<file path="src/hdl/map_defs.svh">
// Map reader constants
// Bus, pixel and image field widths shared by the AXI to frame path

`ifndef MAP_DEFS_SVH
`define MAP_DEFS_SVH

// --------------------------------------------------------------------------
// Data path
// --------------------------------------------------------------------------
`define MAP_NUM       3    // Maps read in parallel
`define MEM_W         64   // Memory word width
`define PIX_W         8    // Bits per map pixel
`define PIX_PER_WORD  8    // Pixels packed in one word

// --------------------------------------------------------------------------
// Bus and configuration fields
// --------------------------------------------------------------------------
`define ADDR_W        32   // Byte address
`define DIM_W         11   // Width, height and stride fields
`define BURST_W       8    // AXI arlen field

// --------------------------------------------------------------------------
// Lane buffering
// --------------------------------------------------------------------------
`define FIFO_DEPTH    16   // Words per lane FIFO
`define FIFO_AW       4    // Pointer width for FIFO_DEPTH

`endif

</file>
<file path="src/hdl/map_pkg.sv">
// Map reader types
// Vector typedefs and the packed buses between the fetch lanes,
// the control block and the pixel merger

`include "map_defs.svh"

package map_pkg;

  typedef logic [`ADDR_W-1:0]           addr_t;   // Byte address
  typedef logic [`DIM_W-1:0]            dim_t;    // Width, height, stride
  typedef logic [`BURST_W-1:0]          burst_t;  // Burst length field
  typedef logic [`MEM_W-1:0]            word_t;   // Memory word
  typedef logic [`MAP_NUM*`PIX_W-1:0]   pix_t;    // Merged output pixel

  typedef struct packed {
    logic   blk_en;      // Rising edge starts a frame
    dim_t   img_width;   // Pixels per line, multiple of 8
    dim_t   img_height;  // Lines per frame
    dim_t   stride;      // Bytes between line starts
    burst_t max_burst;   // Beats per burst, upper bound
    logic   int_ack;     // Clears frame interrupt
  } cfg_t;

  typedef struct packed {
    logic  en;    // Map read enable
    addr_t base;  // First line address
  } map_cfg_t;

  typedef struct packed {
    addr_t  araddr;
    burst_t arlen;
    logic   arvalid;
  } ar_t;

  typedef struct packed {
    word_t      rdata;
    logic [1:0] rresp;
    logic       rlast;
    logic       rvalid;
  } r_t;

  typedef struct packed {
    logic val;
    pix_t data;  // Map 0 in low byte
    logic sof;
    logic eof;
    logic sol;
    logic eol;
  } frm_t;

  typedef enum logic [1:0] {IDLE, ADDR, DATA, NEXT} fetch_state_t;

  typedef struct packed {
    logic axi_error;  // Sticky until next start
    logic read_done;  // All active maps read
    logic idle;       // Frame fully sent
    logic frm_int;    // Frame interrupt
  } sts_t;

endpackage

</file>
<file path="src/hdl/axi2frame_top.sv">
// AXI to frame top level
// Three AXI read lanes, one per map, merged into a single 24 bit
// frame stream under a common control block

`timescale 1ns/1ps
`include "map_defs.svh"

module axi2frame_top (
  input  logic                clk,
  input  logic                rst_n,
  input  map_pkg::cfg_t       cfg,
  input  map_pkg::map_cfg_t   map_cfg [`MAP_NUM],
  output map_pkg::ar_t        ar [`MAP_NUM],
  input  logic [`MAP_NUM-1:0] arready,
  input  map_pkg::r_t         r [`MAP_NUM],
  output logic [`MAP_NUM-1:0] rready,
  output map_pkg::frm_t       frm,
  input  logic                frm_rdy,
  output map_pkg::sts_t       sts
);

  logic                start;
  logic [`MAP_NUM-1:0] lane_act;
  logic [`MAP_NUM-1:0] lane_done;
  logic [`MAP_NUM-1:0] lane_err;
  logic [`MAP_NUM-1:0] fifo_empty;
  logic [`MAP_NUM-1:0] fifo_pop;
  map_pkg::word_t      fifo_word [`MAP_NUM];
  logic                frame_end;

  map_ctrl u_map_ctrl (
    .clk       (clk),
    .rst_n     (rst_n),
    .cfg       (cfg),
    .map_cfg   (map_cfg),
    .lane_done (lane_done),
    .lane_err  (lane_err),
    .frame_end (frame_end),
    .start     (start),
    .lane_act  (lane_act),
    .sts       (sts)
  );

  // --------------------------------------------------------------------------
  // One fetch lane per map
  // --------------------------------------------------------------------------
  for (genvar i = 0; i < `MAP_NUM; i++) begin : g_lane
    map_fetch u_map_fetch (
      .clk        (clk),
      .rst_n      (rst_n),
      .start      (start),
      .act        (lane_act[i]),
      .mcfg       (map_cfg[i]),
      .cfg        (cfg),
      .ar         (ar[i]),
      .arready    (arready[i]),
      .r          (r[i]),
      .rready     (rready[i]),
      .fifo_pop   (fifo_pop[i]),
      .fifo_word  (fifo_word[i]),
      .fifo_empty (fifo_empty[i]),
      .done       (lane_done[i]),
      .err        (lane_err[i])
    );
  end

  pixel_merge u_pixel_merge (
    .clk        (clk),
    .rst_n      (rst_n),
    .start      (start),
    .lane_act   (lane_act),
    .cfg        (cfg),
    .fifo_empty (fifo_empty),
    .fifo_word  (fifo_word),
    .fifo_pop   (fifo_pop),
    .frm        (frm),
    .frm_rdy    (frm_rdy),
    .frame_end  (frame_end)
  );

endmodule

</file>
<file path="src/hdl/map_ctrl.sv">
// Map read control
// Turns the block enable edge into a start pulse, latches the active
// lanes and keeps the run status and frame interrupt

`timescale 1ns/1ps
`include "map_defs.svh"

module map_ctrl (
  input  logic                  clk,
  input  logic                  rst_n,
  input  map_pkg::cfg_t         cfg,
  input  map_pkg::map_cfg_t     map_cfg [`MAP_NUM],
  input  logic [`MAP_NUM-1:0]   lane_done,  // Per lane, level
  input  logic [`MAP_NUM-1:0]   lane_err,   // Per lane, pulse
  input  logic                  frame_end,  // Eof beat accepted
  output logic                  start,
  output logic [`MAP_NUM-1:0]   lane_act,
  output map_pkg::sts_t         sts
);

  logic                blk_en_d;   // Enable delayed for edge detect
  logic                en_rise;
  logic [`MAP_NUM-1:0] map_en;     // Enables gathered from config
  logic                all_done;   // Every lane done or unused
  logic                run;        // Frame in progress
  logic                rd_done_q;
  logic                axi_err_q;
  logic                idle_q;
  logic                frm_int_q;

  always_comb begin
    for (int i = 0; i < `MAP_NUM; i++) begin
      map_en[i] = map_cfg[i].en;
    end
  end

  assign en_rise  = cfg.blk_en & ~blk_en_d;
  assign all_done = &(lane_done | ~lane_act);

  // --------------------------------------------------------------------------
  // Start and lane activation
  // --------------------------------------------------------------------------
  always_ff @(posedge clk or negedge rst_n) begin
    if (!rst_n) begin
      blk_en_d <= 1'b0;
      start    <= 1'b0;
      lane_act <= '0;
    end else begin
      blk_en_d <= cfg.blk_en;
      start    <= en_rise;               // One cycle pulse
      if (en_rise) lane_act <= map_en;   // Valid together with start
    end
  end

  // --------------------------------------------------------------------------
  // Status
  // --------------------------------------------------------------------------
  always_ff @(posedge clk or negedge rst_n) begin
    if (!rst_n) begin
      run       <= 1'b0;
      rd_done_q <= 1'b0;
      axi_err_q <= 1'b0;
      idle_q    <= 1'b0;
    end else if (start) begin
      run       <= 1'b1;
      rd_done_q <= 1'b0;
      axi_err_q <= 1'b0;                 // New frame, fresh error flag
      idle_q    <= 1'b0;
    end else begin
      if (run && all_done) rd_done_q <= 1'b1;
      if (|lane_err) axi_err_q <= 1'b1;  // Sticky
      if (frame_end) run <= 1'b0;
      if (frame_end && all_done) idle_q <= 1'b1;
    end
  end

  always_ff @(posedge clk or negedge rst_n) begin
    if (!rst_n) begin
      frm_int_q <= 1'b0;
    end else if (cfg.int_ack) begin
      frm_int_q <= 1'b0;                 // Ack wins over a new frame end
    end else if (frame_end && all_done) begin
      frm_int_q <= 1'b1;
    end
  end

  assign sts = '{axi_error: axi_err_q, read_done: rd_done_q,
                 idle: idle_q, frm_int: frm_int_q};

  // Merger must not finish a frame that control already closed
  a_no_end_when_idle: assert property (@(posedge clk) disable iff (!rst_n)
    frame_end |-> !idle_q);

endmodule

</file>
<file path="src/hdl/map_fetch.sv">
// Map fetch lane
// Reads one map line by line over AXI in INCR bursts of 8 byte beats,
// one burst outstanding, and queues the words in a local FIFO

`timescale 1ns/1ps
`include "map_defs.svh"

module map_fetch (
  input  logic               clk,
  input  logic               rst_n,
  input  logic               start,
  input  logic               act,         // Lane used in this frame
  input  map_pkg::map_cfg_t  mcfg,
  input  map_pkg::cfg_t      cfg,
  output map_pkg::ar_t       ar,
  input  logic               arready,
  input  map_pkg::r_t        r,
  output logic               rready,
  input  logic               fifo_pop,
  output map_pkg::word_t     fifo_word,
  output logic               fifo_empty,
  output logic               done,        // Last beat of frame queued
  output logic               err          // Pulse on error response
);

  map_pkg::fetch_state_t state;
  map_pkg::addr_t        line_addr;    // Start of current line
  map_pkg::addr_t        burst_addr;   // Address of next burst
  map_pkg::dim_t         words_left;   // Words not yet requested in line
  map_pkg::dim_t         line_cnt;
  map_pkg::dim_t         words_line;
  map_pkg::dim_t         burst_len;    // Beats in the pending burst
  map_pkg::burst_t       arlen;
  logic                  fifo_full;
  logic                  beat;

  assign words_line = map_pkg::dim_t'(cfg.img_width >> 3);  // 8 pixels per word
  assign burst_len  = (words_left < map_pkg::dim_t'(cfg.max_burst)) ?
                      words_left : map_pkg::dim_t'(cfg.max_burst);
  assign arlen      = map_pkg::burst_t'(burst_len - 1'b1);
  assign rready     = (state == map_pkg::DATA) && !fifo_full;
  assign beat       = r.rvalid && rready;

  assign ar = '{araddr: burst_addr, arlen: arlen,
                arvalid: (state == map_pkg::ADDR)};

  // --------------------------------------------------------------------------
  // Line and burst walker
  // --------------------------------------------------------------------------
  always_ff @(posedge clk or negedge rst_n) begin
    if (!rst_n) begin
      state      <= map_pkg::IDLE;
      line_addr  <= '0;
      burst_addr <= '0;
      words_left <= '0;
      line_cnt   <= '0;
      done       <= 1'b0;
    end else if (start) begin
      state      <= act ? map_pkg::ADDR : map_pkg::IDLE;  // Unused lane stays quiet
      line_addr  <= mcfg.base;
      burst_addr <= mcfg.base;
      words_left <= words_line;
      line_cnt   <= '0;
      done       <= 1'b0;
    end else begin
      case (state)
        map_pkg::ADDR: begin
          if (arready) begin
            state      <= map_pkg::DATA;
            words_left <= words_left - burst_len;
            burst_addr <= burst_addr + (map_pkg::addr_t'(burst_len) << 3);
          end
        end
        map_pkg::DATA: begin
          if (beat && r.rlast) begin
            if (words_left != '0) begin
              state <= map_pkg::ADDR;     // More bursts in this line
            end else if (line_cnt == cfg.img_height - 1'b1) begin
              state <= map_pkg::IDLE;
              done  <= 1'b1;              // Last word of the frame queued
            end else begin
              state <= map_pkg::NEXT;
            end
          end
        end
        map_pkg::NEXT: begin
          line_addr  <= line_addr + map_pkg::addr_t'(cfg.stride);
          burst_addr <= line_addr + map_pkg::addr_t'(cfg.stride);
          words_left <= words_line;
          line_cnt   <= line_cnt + 1'b1;
          state      <= map_pkg::ADDR;
        end
        default: ;
      endcase
    end
  end

  always_ff @(posedge clk or negedge rst_n) begin
    if (!rst_n) err <= 1'b0;
    else        err <= beat && (r.rresp != 2'b00);  // SLVERR or DECERR
  end

  word_fifo u_word_fifo (
    .clk       (clk),
    .rst_n     (rst_n),
    .clr       (start),
    .push      (beat),
    .push_data (r.rdata),
    .pop       (fifo_pop),
    .pop_data  (fifo_word),
    .empty     (fifo_empty),
    .full      (fifo_full)
  );

  a_burst_limit: assert property (@(posedge clk) disable iff (!rst_n)
    ar.arvalid |-> ({1'b0, ar.arlen} + 9'd1) <= {1'b0, cfg.max_burst});

endmodule

</file>
<file path="src/hdl/pixel_merge.sv">
// Pixel merger
// Pops one word from every active lane at once, shifts the pixels out
// one per accepted beat and adds line and frame markers

`timescale 1ns/1ps
`include "map_defs.svh"

module pixel_merge (
  input  logic                clk,
  input  logic                rst_n,
  input  logic                start,
  input  logic [`MAP_NUM-1:0] lane_act,
  input  map_pkg::cfg_t       cfg,
  input  logic [`MAP_NUM-1:0] fifo_empty,
  input  map_pkg::word_t      fifo_word [`MAP_NUM],
  output logic [`MAP_NUM-1:0] fifo_pop,
  output map_pkg::frm_t       frm,
  input  logic                frm_rdy,
  output logic                frame_end   // Eof beat accepted
);

  localparam int CNT_W = $clog2(`PIX_PER_WORD + 1);

  map_pkg::word_t  sh [`MAP_NUM];     // Per lane pixel shifters
  logic [CNT_W-1:0] pix_left;         // Pixels still in shifters
  map_pkg::dim_t   col;
  map_pkg::dim_t   line;
  logic            run;
  logic            all_rdy;           // Every active lane has a word
  logic            acc;               // Beat accepted
  logic            load;
  logic            sol;
  logic            eol;
  logic            sof;
  logic            eof;
  map_pkg::pix_t   pix;

  assign all_rdy = &(~fifo_empty | ~lane_act);
  assign acc     = frm.val && frm_rdy;
  assign sol     = (col == '0);
  assign eol     = (col == cfg.img_width - 1'b1);
  assign sof     = sol && (line == '0);
  assign eof     = eol && (line == cfg.img_height - 1'b1);

  // Refill on the last pixel's accept keeps the stream gapless
  assign load = run && all_rdy &&
                ((pix_left == '0) || ((pix_left == CNT_W'(1)) && acc && !eof));
  assign fifo_pop  = {`MAP_NUM{load}} & lane_act;
  assign frame_end = acc && eof;

  always_comb begin
    for (int i = 0; i < `MAP_NUM; i++) begin
      pix[i*`PIX_W +: `PIX_W] = sh[i][`PIX_W-1:0];   // Lowest byte goes first
    end
  end

  assign frm = '{val: (pix_left != '0), data: pix,
                 sof: sof, eof: eof, sol: sol, eol: eol};

  // --------------------------------------------------------------------------
  // Shifters
  // --------------------------------------------------------------------------
  always_ff @(posedge clk) begin
    for (int i = 0; i < `MAP_NUM; i++) begin
      if (load) sh[i] <= lane_act[i] ? fifo_word[i] : '0;  // Unused map reads zero
      else if (acc) sh[i] <= sh[i] >> `PIX_W;
    end
  end

  // --------------------------------------------------------------------------
  // Beat, column and line counters
  // --------------------------------------------------------------------------
  always_ff @(posedge clk or negedge rst_n) begin
    if (!rst_n) begin
      run      <= 1'b0;
      pix_left <= '0;
      col      <= '0;
      line     <= '0;
    end else if (start) begin
      run      <= 1'b1;
      pix_left <= '0;
      col      <= '0;
      line     <= '0;
    end else begin
      if (load) pix_left <= CNT_W'(`PIX_PER_WORD);
      else if (acc) pix_left <= pix_left - 1'b1;
      if (acc) begin
        if (eol) begin
          col  <= '0;
          line <= eof ? '0 : line + 1'b1;
        end else begin
          col <= col + 1'b1;
        end
      end
      if (frame_end) run <= 1'b0;     // Nothing more to pop
    end
  end

  a_hold_on_stall: assert property (@(posedge clk) disable iff (!rst_n)
    frm.val && !frm_rdy && !start |=> $stable(frm.data));

endmodule

</file>
<file path="src/hdl/word_fifo.sv">
// Lane word FIFO
// Register array buffer between one AXI read lane and the pixel merger,
// with show-ahead read data

`timescale 1ns/1ps
`include "map_defs.svh"

module word_fifo (
  input  logic          clk,
  input  logic          rst_n,
  input  logic          clr,        // Empty at frame start
  input  logic          push,
  input  map_pkg::word_t push_data,
  input  logic          pop,
  output map_pkg::word_t pop_data,
  output logic          empty,
  output logic          full
);

  map_pkg::word_t      mem [`FIFO_DEPTH];
  logic [`FIFO_AW-1:0] wr_ptr;
  logic [`FIFO_AW-1:0] rd_ptr;
  logic [`FIFO_AW:0]   count;       // One extra bit for the full case

  always_ff @(posedge clk or negedge rst_n) begin
    if (!rst_n) begin
      wr_ptr <= '0;
      rd_ptr <= '0;
      count  <= '0;
    end else if (clr) begin
      wr_ptr <= '0;
      rd_ptr <= '0;
      count  <= '0;
    end else begin
      if (push) wr_ptr <= wr_ptr + 1'b1;  // Wraps at depth
      if (pop) rd_ptr <= rd_ptr + 1'b1;
      if (push && !pop) count <= count + 1'b1;
      else if (pop && !push) count <= count - 1'b1;
    end
  end

  always_ff @(posedge clk) begin
    if (push) mem[wr_ptr] <= push_data;
  end

  assign pop_data = mem[rd_ptr];    // Head word, no read latency
  assign empty    = (count == '0);
  assign full     = (count == (`FIFO_AW+1)'(`FIFO_DEPTH));

  a_no_overflow: assert property (@(posedge clk) disable iff (!rst_n)
    push && !clr |-> !full);
  a_no_underflow: assert property (@(posedge clk) disable iff (!rst_n)
    pop && !clr |-> !empty);

endmodule

</file>
<file path="config.mk">
export PLATFORM = sky130hd
export DESIGN_NAME = axi2frame_top
export DESIGN_NICKNAME = d
export VERILOG_FILES = /design/src/hdl/map_pkg.sv /design/src/hdl/axi2frame_top.sv /design/src/hdl/map_ctrl.sv /design/src/hdl/map_fetch.sv /design/src/hdl/pixel_merge.sv /design/src/hdl/word_fifo.sv
export VERILOG_INCLUDE_DIRS = /design/src /design/src/hdl
export SDC_FILE = /design/constraint.sdc
export NUM_CORES = 2
export LEC_CHECK = 0
export BUFFER_PORTS_ARGS = -buffer_cell sky130_fd_sc_hd__buf_4
export CAP_MARGIN = 10
export CORE_MARGIN = 3
export CORE_UTILIZATION = 42
export CTS_BUF_LIST = sky130_fd_sc_hd__clkbuf_2
export CTS_CLUSTER_SIZE = 8
export DETAILED_ROUTE_END_ITERATION = 10
export SYNTH_ARGS = -nofsm -noshare
export SYNTH_HDL_FRONTEND = slang
export SYNTH_HIERARCHICAL = 1
export SYNTH_SLANG_ARGS = --single-unit
export TNS_END_PERCENT = 50
</file>
<file path="constraint.sdc">
create_clock -name clk -period 11.3 [get_ports clk]
set_input_delay 1.695 -clock clk [delete_from_list [all_inputs] [get_ports clk]]
set_output_delay 1.695 -clock clk [all_outputs]
set_load 0.005 [all_outputs]
</file>
* After elaboration in Yosys (flattened, before gate mapping) *
Memories as Yosys holds them, arrays and structs flattened.
Index checks and enable logic that the tools add are counted.

storage, ports and cells
  bits in writable memories = 3264
  input port bits = 352
  register bits after elaboration = 345
  word-level logic and storage cells = 343
  memories = 4
  output and inout port bits = 159

memory list
  memory                                 depth  bits a word  rd ports  clocked after memory_dff  wr ports  RTL line           text
  g_lane[0].u_map_fetch.u_word_fifo.mem  16     64           1         0                         1         word_fifo.sv:20    map_pkg::word_t mem [`FIFO_DEPTH];
  g_lane[1].u_map_fetch.u_word_fifo.mem  16     64           1         0                         1         word_fifo.sv:20
  g_lane[2].u_map_fetch.u_word_fifo.mem  16     64           1         0                         1         word_fifo.sv:20
  u_pixel_merge.sh                       3      64           3         0                         3         pixel_merge.sv:24  map_pkg::word_t sh [`MAP_NUM];

cells by class
  multiplexer cells = 126
  add/subtract/negate cells = 32
  $lt $le $gt $ge = 3
  bitwise logic cells = 10
  reduce and logical (&&, ||, !) cells = 100
  equal/unequal tests = 27

operators with widths
  kind                                                 count
  2-to-1 mux 32 bit                                    12
  2-to-1 mux 64 bit                                    6
  2-to-1 mux 11 bit                                    22
  case mux 32 bit (2 select lines)                     3
  adder 32 x 11 -> 32 bit                              3
  adder 32 x 14 -> 32 bit                              3
  case mux 11 bit (2 select lines)                     3
  2-to-1 mux 4 bit                                     15
  nonzero test 2 bit                                   28
  adder 11 x 1 -> 11 bit (second input constant)       5
  equality test 11 bit                                 5
  2-to-1 mux 5 bit                                     9
  2-to-1 mux 1 bit                                     38
  less-than comparator 11 x 8 -> 1 bit                 3
  nonzero test 11 bit                                  3
  subtractor 11 bit                                    3
  2-to-1 mux 2 bit                                     15
  logical AND 1 bit                                    28
  adder 4 x 1 -> 4 bit (second input constant)         6
  subtractor 8 x 1 -> 8 bit (second input constant)    3
  logical NOT 11 bit                                   2
  subtractor 11 x 1 -> 11 bit (second input constant)  2
  nonzero test 3 bit                                   7
  case mux 2 bit (3 select lines)                      3
  other kinds (25)                                     71

* Depth between registers and ports, before layout *
  depth in word-level cells = 12
  gate-level depth with buffers = 20
  depth with buffers taken out = 18

* Hierarchy *
Netlist, hierarchy kept.

modules (own cells, without submodules)
  module                                  times used  cells an instance  seq. area each (um^2)  area each (um^2)
  word_fifo                               3           1661               31074.8                39110.0
  map_fetch at g_lane[1].u_map_fetch ...  2           834                2252.2                 6985.4
  pixel_merge                             1           1029               6361.1                 10994.3
  map_fetch at g_lane[0].u_map_fetch      1           851                2252.2                 7109.3
  map_ctrl                                1           34                 250.2                  471.7

* Worst setup path after synthesis *
OpenSTA, ideal clock, no wires.

  path kind = input -> register
  from = in frm_rdy
  to = mem u_pixel_merge/sh[0][0] (netlist bit), enable pin
  arrival = 6058 ps
  path buffers = 3
  slack = 4707 ps
  library setup time = 535 ps
  stages = 6
  required time = 10765 ps
  cells stage by stage = and2_1 > clkbuf_1 > clkbuf_1 > nor2_1 > clkbuf_1 > inv_1

RTL lines
  item         RTL line             text
  from (decl)  axi2frame_top.sv:18  input logic frm_rdy,
  to (decl)    pixel_merge.sv:24

==> impl_results.md <==
* Status: completed
* IO Count at 511
* Layout net count at 10501
* Flop2flop setup slack at 6200 ps
* Placement Setup Slack at 4659 ps
* Initial antenna violation count at 65
* Routability cong. at 0.8805
* Netlist Area Pre-Place at 0.1499 mm²
* Final Skew at 433.7 ps
* H-tree levels at 6
* FF-to-FF End: g_lane[2].u_map_fetch/burst_addr[25]
* Fin. Hold Viols at 0
* Worst path slowest cell: a31oi_2
* Pin count of the biggest net entering global routing at 154
* Die Y at 603.4 µm
* Crit Path Class: register to primary output
* Longest Clk Path Bufs at 4
* Fraction of layout cells with a size suffix above 1 at 27.51%
* Max FO, Critical Path at 20
* Total GRT Usage at 21.88%
* Setup violators final at 0
* Vias per std cell at 5.699
* Root buf cell: clkbuf_2
* WP depth at 11
* Clock Sinks at 3610
* CP max stage delay at 860 ps
* Gr ovfl total at 0
* Hpwl dp at 223.8 mm
* Die area at 0.3640 mm²
* FF-to-FF Start: g_lane[2].u_map_fetch/words_left[2]
* Worst min-delay path category: primary input to register
* Synth Instances at 8565
* CP Launch Point: g_lane[2].u_map_fetch/words_left[2]
* Ratio of final minimum period to clock period at 62.67%
* Core Rows at 218
* Syn Area/Cell at 17.50 µm²
* Sequential area share after synthesis at 71.12%
* Post-CTS sizing at 0
* First DRT Iteration DRCs at 8440
* Leakage power at 0.05805 µW
* Port bufs at 510
* Vias in the first global route at 90484
* Cells after DPL at 13464
* Total Wirelength at 405.5 mm
* Post-synthesis register bit count at 3610
* Setup TNS Final at 0 ps
* Insertion delay to the later sink of the worst-skew pair at 2240 ps
* # hold bufs at CTS at 353
* CTS tree: yes
* Synth warn at 6
* Layout area overhead at 13.48%
* Pwr Density at 191.8 mW/mm²
* Die X at 603.4 µm
* Crit path capture: ar[5]
* Max cap viols at 0
* Antenna-violating nets left at 0
* Setup Fix Bufs, Post-CTS at 0
* TritonCTS Buffers at 892
* Worst-case reg-to-reg path depth at 16
* Peak supply drop at 0.1785 mV
* Worst EP required at 9610 ps
* First-pass GRT wire length at 597.7 mm
* Core footprint at 0.3540 mm²
* Max Clock Freq at 0.1412 GHz
* Max-slew headroom at 27.40%
* Initial core utilization at 42.33%
* Post-route insts no fill at 15403
* Via count at 87786
* WL per Instance at 26.32 µm
* Pre-antenna DRT Iters at 6
* Max Slew Vio Count at 0
* Crit start category: register
* Synth cell types at 105
* DR DRC count at 0
* Critical Path AT at 5390 ps
* Worst-Margin Slew at 1089 ps
* Ys flop type: edfxtp_1
* Post-synthesis async set-or-reset flop share at 9.584%
* Setup ws final at 4218 ps
* Reg clk slew, reported paths at 110 ps
* CP Cell Sequence: ha_1, a21o_1, a31oi_1, o21ai_0, a31oi_2, mux2_2, inv_1, ha_1, o21ai_0, xnor2_1, buf_4
* CP top delay family: compound AO/OA/AOI/OAI gates
* CP bufs+invs at 2
* Post-synth EDFFs at 3256
* Filler cell count at 30544
* RSZ-0062 raised after global routing: false
* Crit end category: primary output
* Period minus WS final at 7082 ps
[state kept, by name, indices dropped and copies added (netlist names), 3 cells and up]
signal / flops
g_lane.u_map_fetch/u_word_fifo/mem: 3072
u_pixel_merge/sh: 192
g_lane.u_map_fetch/burst_addr: 96
g_lane.u_map_fetch/line_addr: 96
g_lane.u_map_fetch/line_cnt: 33
g_lane.u_map_fetch/words_left: 33
g_lane.u_map_fetch/u_word_fifo/count: 15
g_lane.u_map_fetch/u_word_fifo/rd_ptr: 12
g_lane.u_map_fetch/u_word_fifo/wr_ptr: 12
u_pixel_merge/col: 11
u_pixel_merge/line: 11
g_lane.u_map_fetch/state: 6
u_pixel_merge/pix_left: 4
g_lane.u_map_fetch/done: 3
g_lane.u_map_fetch/err: 3
u_map_ctrl/lane_act: 3
[cells in the mapped netlist, types with 45 or more instances]
library cell  count  area, µm²
edfxtp_1       3256      97770
mux4_2          768      17300
nand2_1         767       2879
a22oi_1         406       3048
dfrtp_1         346       8658
nor2_1          267       1002
clkbuf_1        231      867.1
a21oi_1         189      945.9
o21ai_0         186      930.9
xnor2_1         179       1568
ha_1            156       1952
inv_1           135      506.7
o22ai_1         120      750.7
xor2_1          110      963.4
nand3_1         107      535.5
nor3_1           97      485.5
buf_1            81      304.0
and2_1           74      462.9
buf_4            74      555.5
a32o_1           66      660.6
a21o_1           54      405.4
and3_1           54      337.8
buf_2            53      265.3
nor2b_1          49      306.5
buf_6            45      506.7
[routing by layer]
layer / routed length, µm / up-vias / GRT usage (%)
li1: - / 37897 / -
met1: 171000 / 45445 / 30.79
met5: 106 / - / 0
met2: 194900 / 3829 / 35.02
met4: 9333 / 16 / 6.305
met3: 30060 / 599 / 3.930
[power breakdown]
group | internal [µW] | switching, µW
logic | 3510 | 4180
registers | 15600 | 855
clock network | 3230 | 5270
total | 22300 | 10300
[how the worst min path moves through the flow]
stage / slack (ps) / to / depth (start not counted) / start
4_1_cts: 0.1 / g_lane[1].u_map_fetch/u_word_fifo/mem[8][31] / 2 / r[103]
3_3_place_gp: 460 / u_pixel_merge/sh[2][60] / 1 / u_pixel_merge/sh[2][60]
3_5_place_dp: 460 / u_map_ctrl/start / 1 / u_map_ctrl/blk_en_d
6_report: 340 / g_lane[1].u_map_fetch/u_word_fifo/wr_ptr[0] / 5 / r[68]
2_1_floorplan: 440 / u_pixel_merge/sh[2][56] / 1 / u_pixel_merge/sh[2][56]
5_1_grt: 80 / g_lane[1].u_map_fetch/u_word_fifo/mem[11][33] / 2 / r[105]
[area by class of cell]
type                    count  area [µm²]  area share [%]
well taps                4730        5918           3.480
inverters                 135       514.2          0.3024
multi-input cells        4342       40550           23.84
clock inverters           297        1618          0.9512
clock buffers            1249        6251           3.675
flip-flops and latches   3610      106600           62.69
diodes                     40       100.1         0.05885
repair buffers           1000        8503           5.000
[worst register-to-register path, delay by kind of cell, from the launching register on]
family,cells,cell delay (ps)
DFF,1,490
AOI/OAI and AO/OA,8,2460
muxes,1,360
adders and majority gates,3,940
and+or+nand+nor,3,580
buffers and inverters,1,60
[cell families after synthesis]
| kind of cell | count (synthesis) | synth area share, % |
|---|---|---|
| AND/OR/NAND/NOR | 1692 | 5.396 |
| multiplexers | 821 | 11.91 |
| other | 3 | 0.007513 |
| adder cells (fa/ha/maj) | 168 | 1.463 |
| AO/OA/AOI/OAI | 1363 | 6.410 |
| buffers and inverters | 619 | 2.005 |
| flip-flops | 3610 | 71.12 |
| XOR/XNOR | 289 | 1.689 |
[through the flow]
step	total power, µW	utilization (%)	instance area [µm²]	hold WS [ps]
finish	32610	48.04	170100	338.2
global route	34430	48.03	170000	82.78
CTS	33000	48.01	170000	0.1441
detailed placement	24310	44.79	158600	456.5
global placement	24180	44.79	158600	459.2
floorplan	21870	-	149900	442.2
[placed cells by master, fill, tap and decap left out, types with 52 or more instances in the layout]
cell type         n
edfxtp_1       3256
clkbuf_2       1249
mux4_2          768
nand2_1         767
buf_4           639
a22oi_1         406
dlygate4sd3_1   352
dfrtp_1         336
nor2_1          259
clkinv_1        197
a21oi_1         189
o21ai_0         185
xnor2_1         179
ha_1            156
inv_1           134
o22ai_1         120
xor2_1          110
nand3_1         107
nor3_1           97
a32o_1           66
a21o_1           54
and3_1           54
and2_4           52
Power figures use the tool's default switching activity.
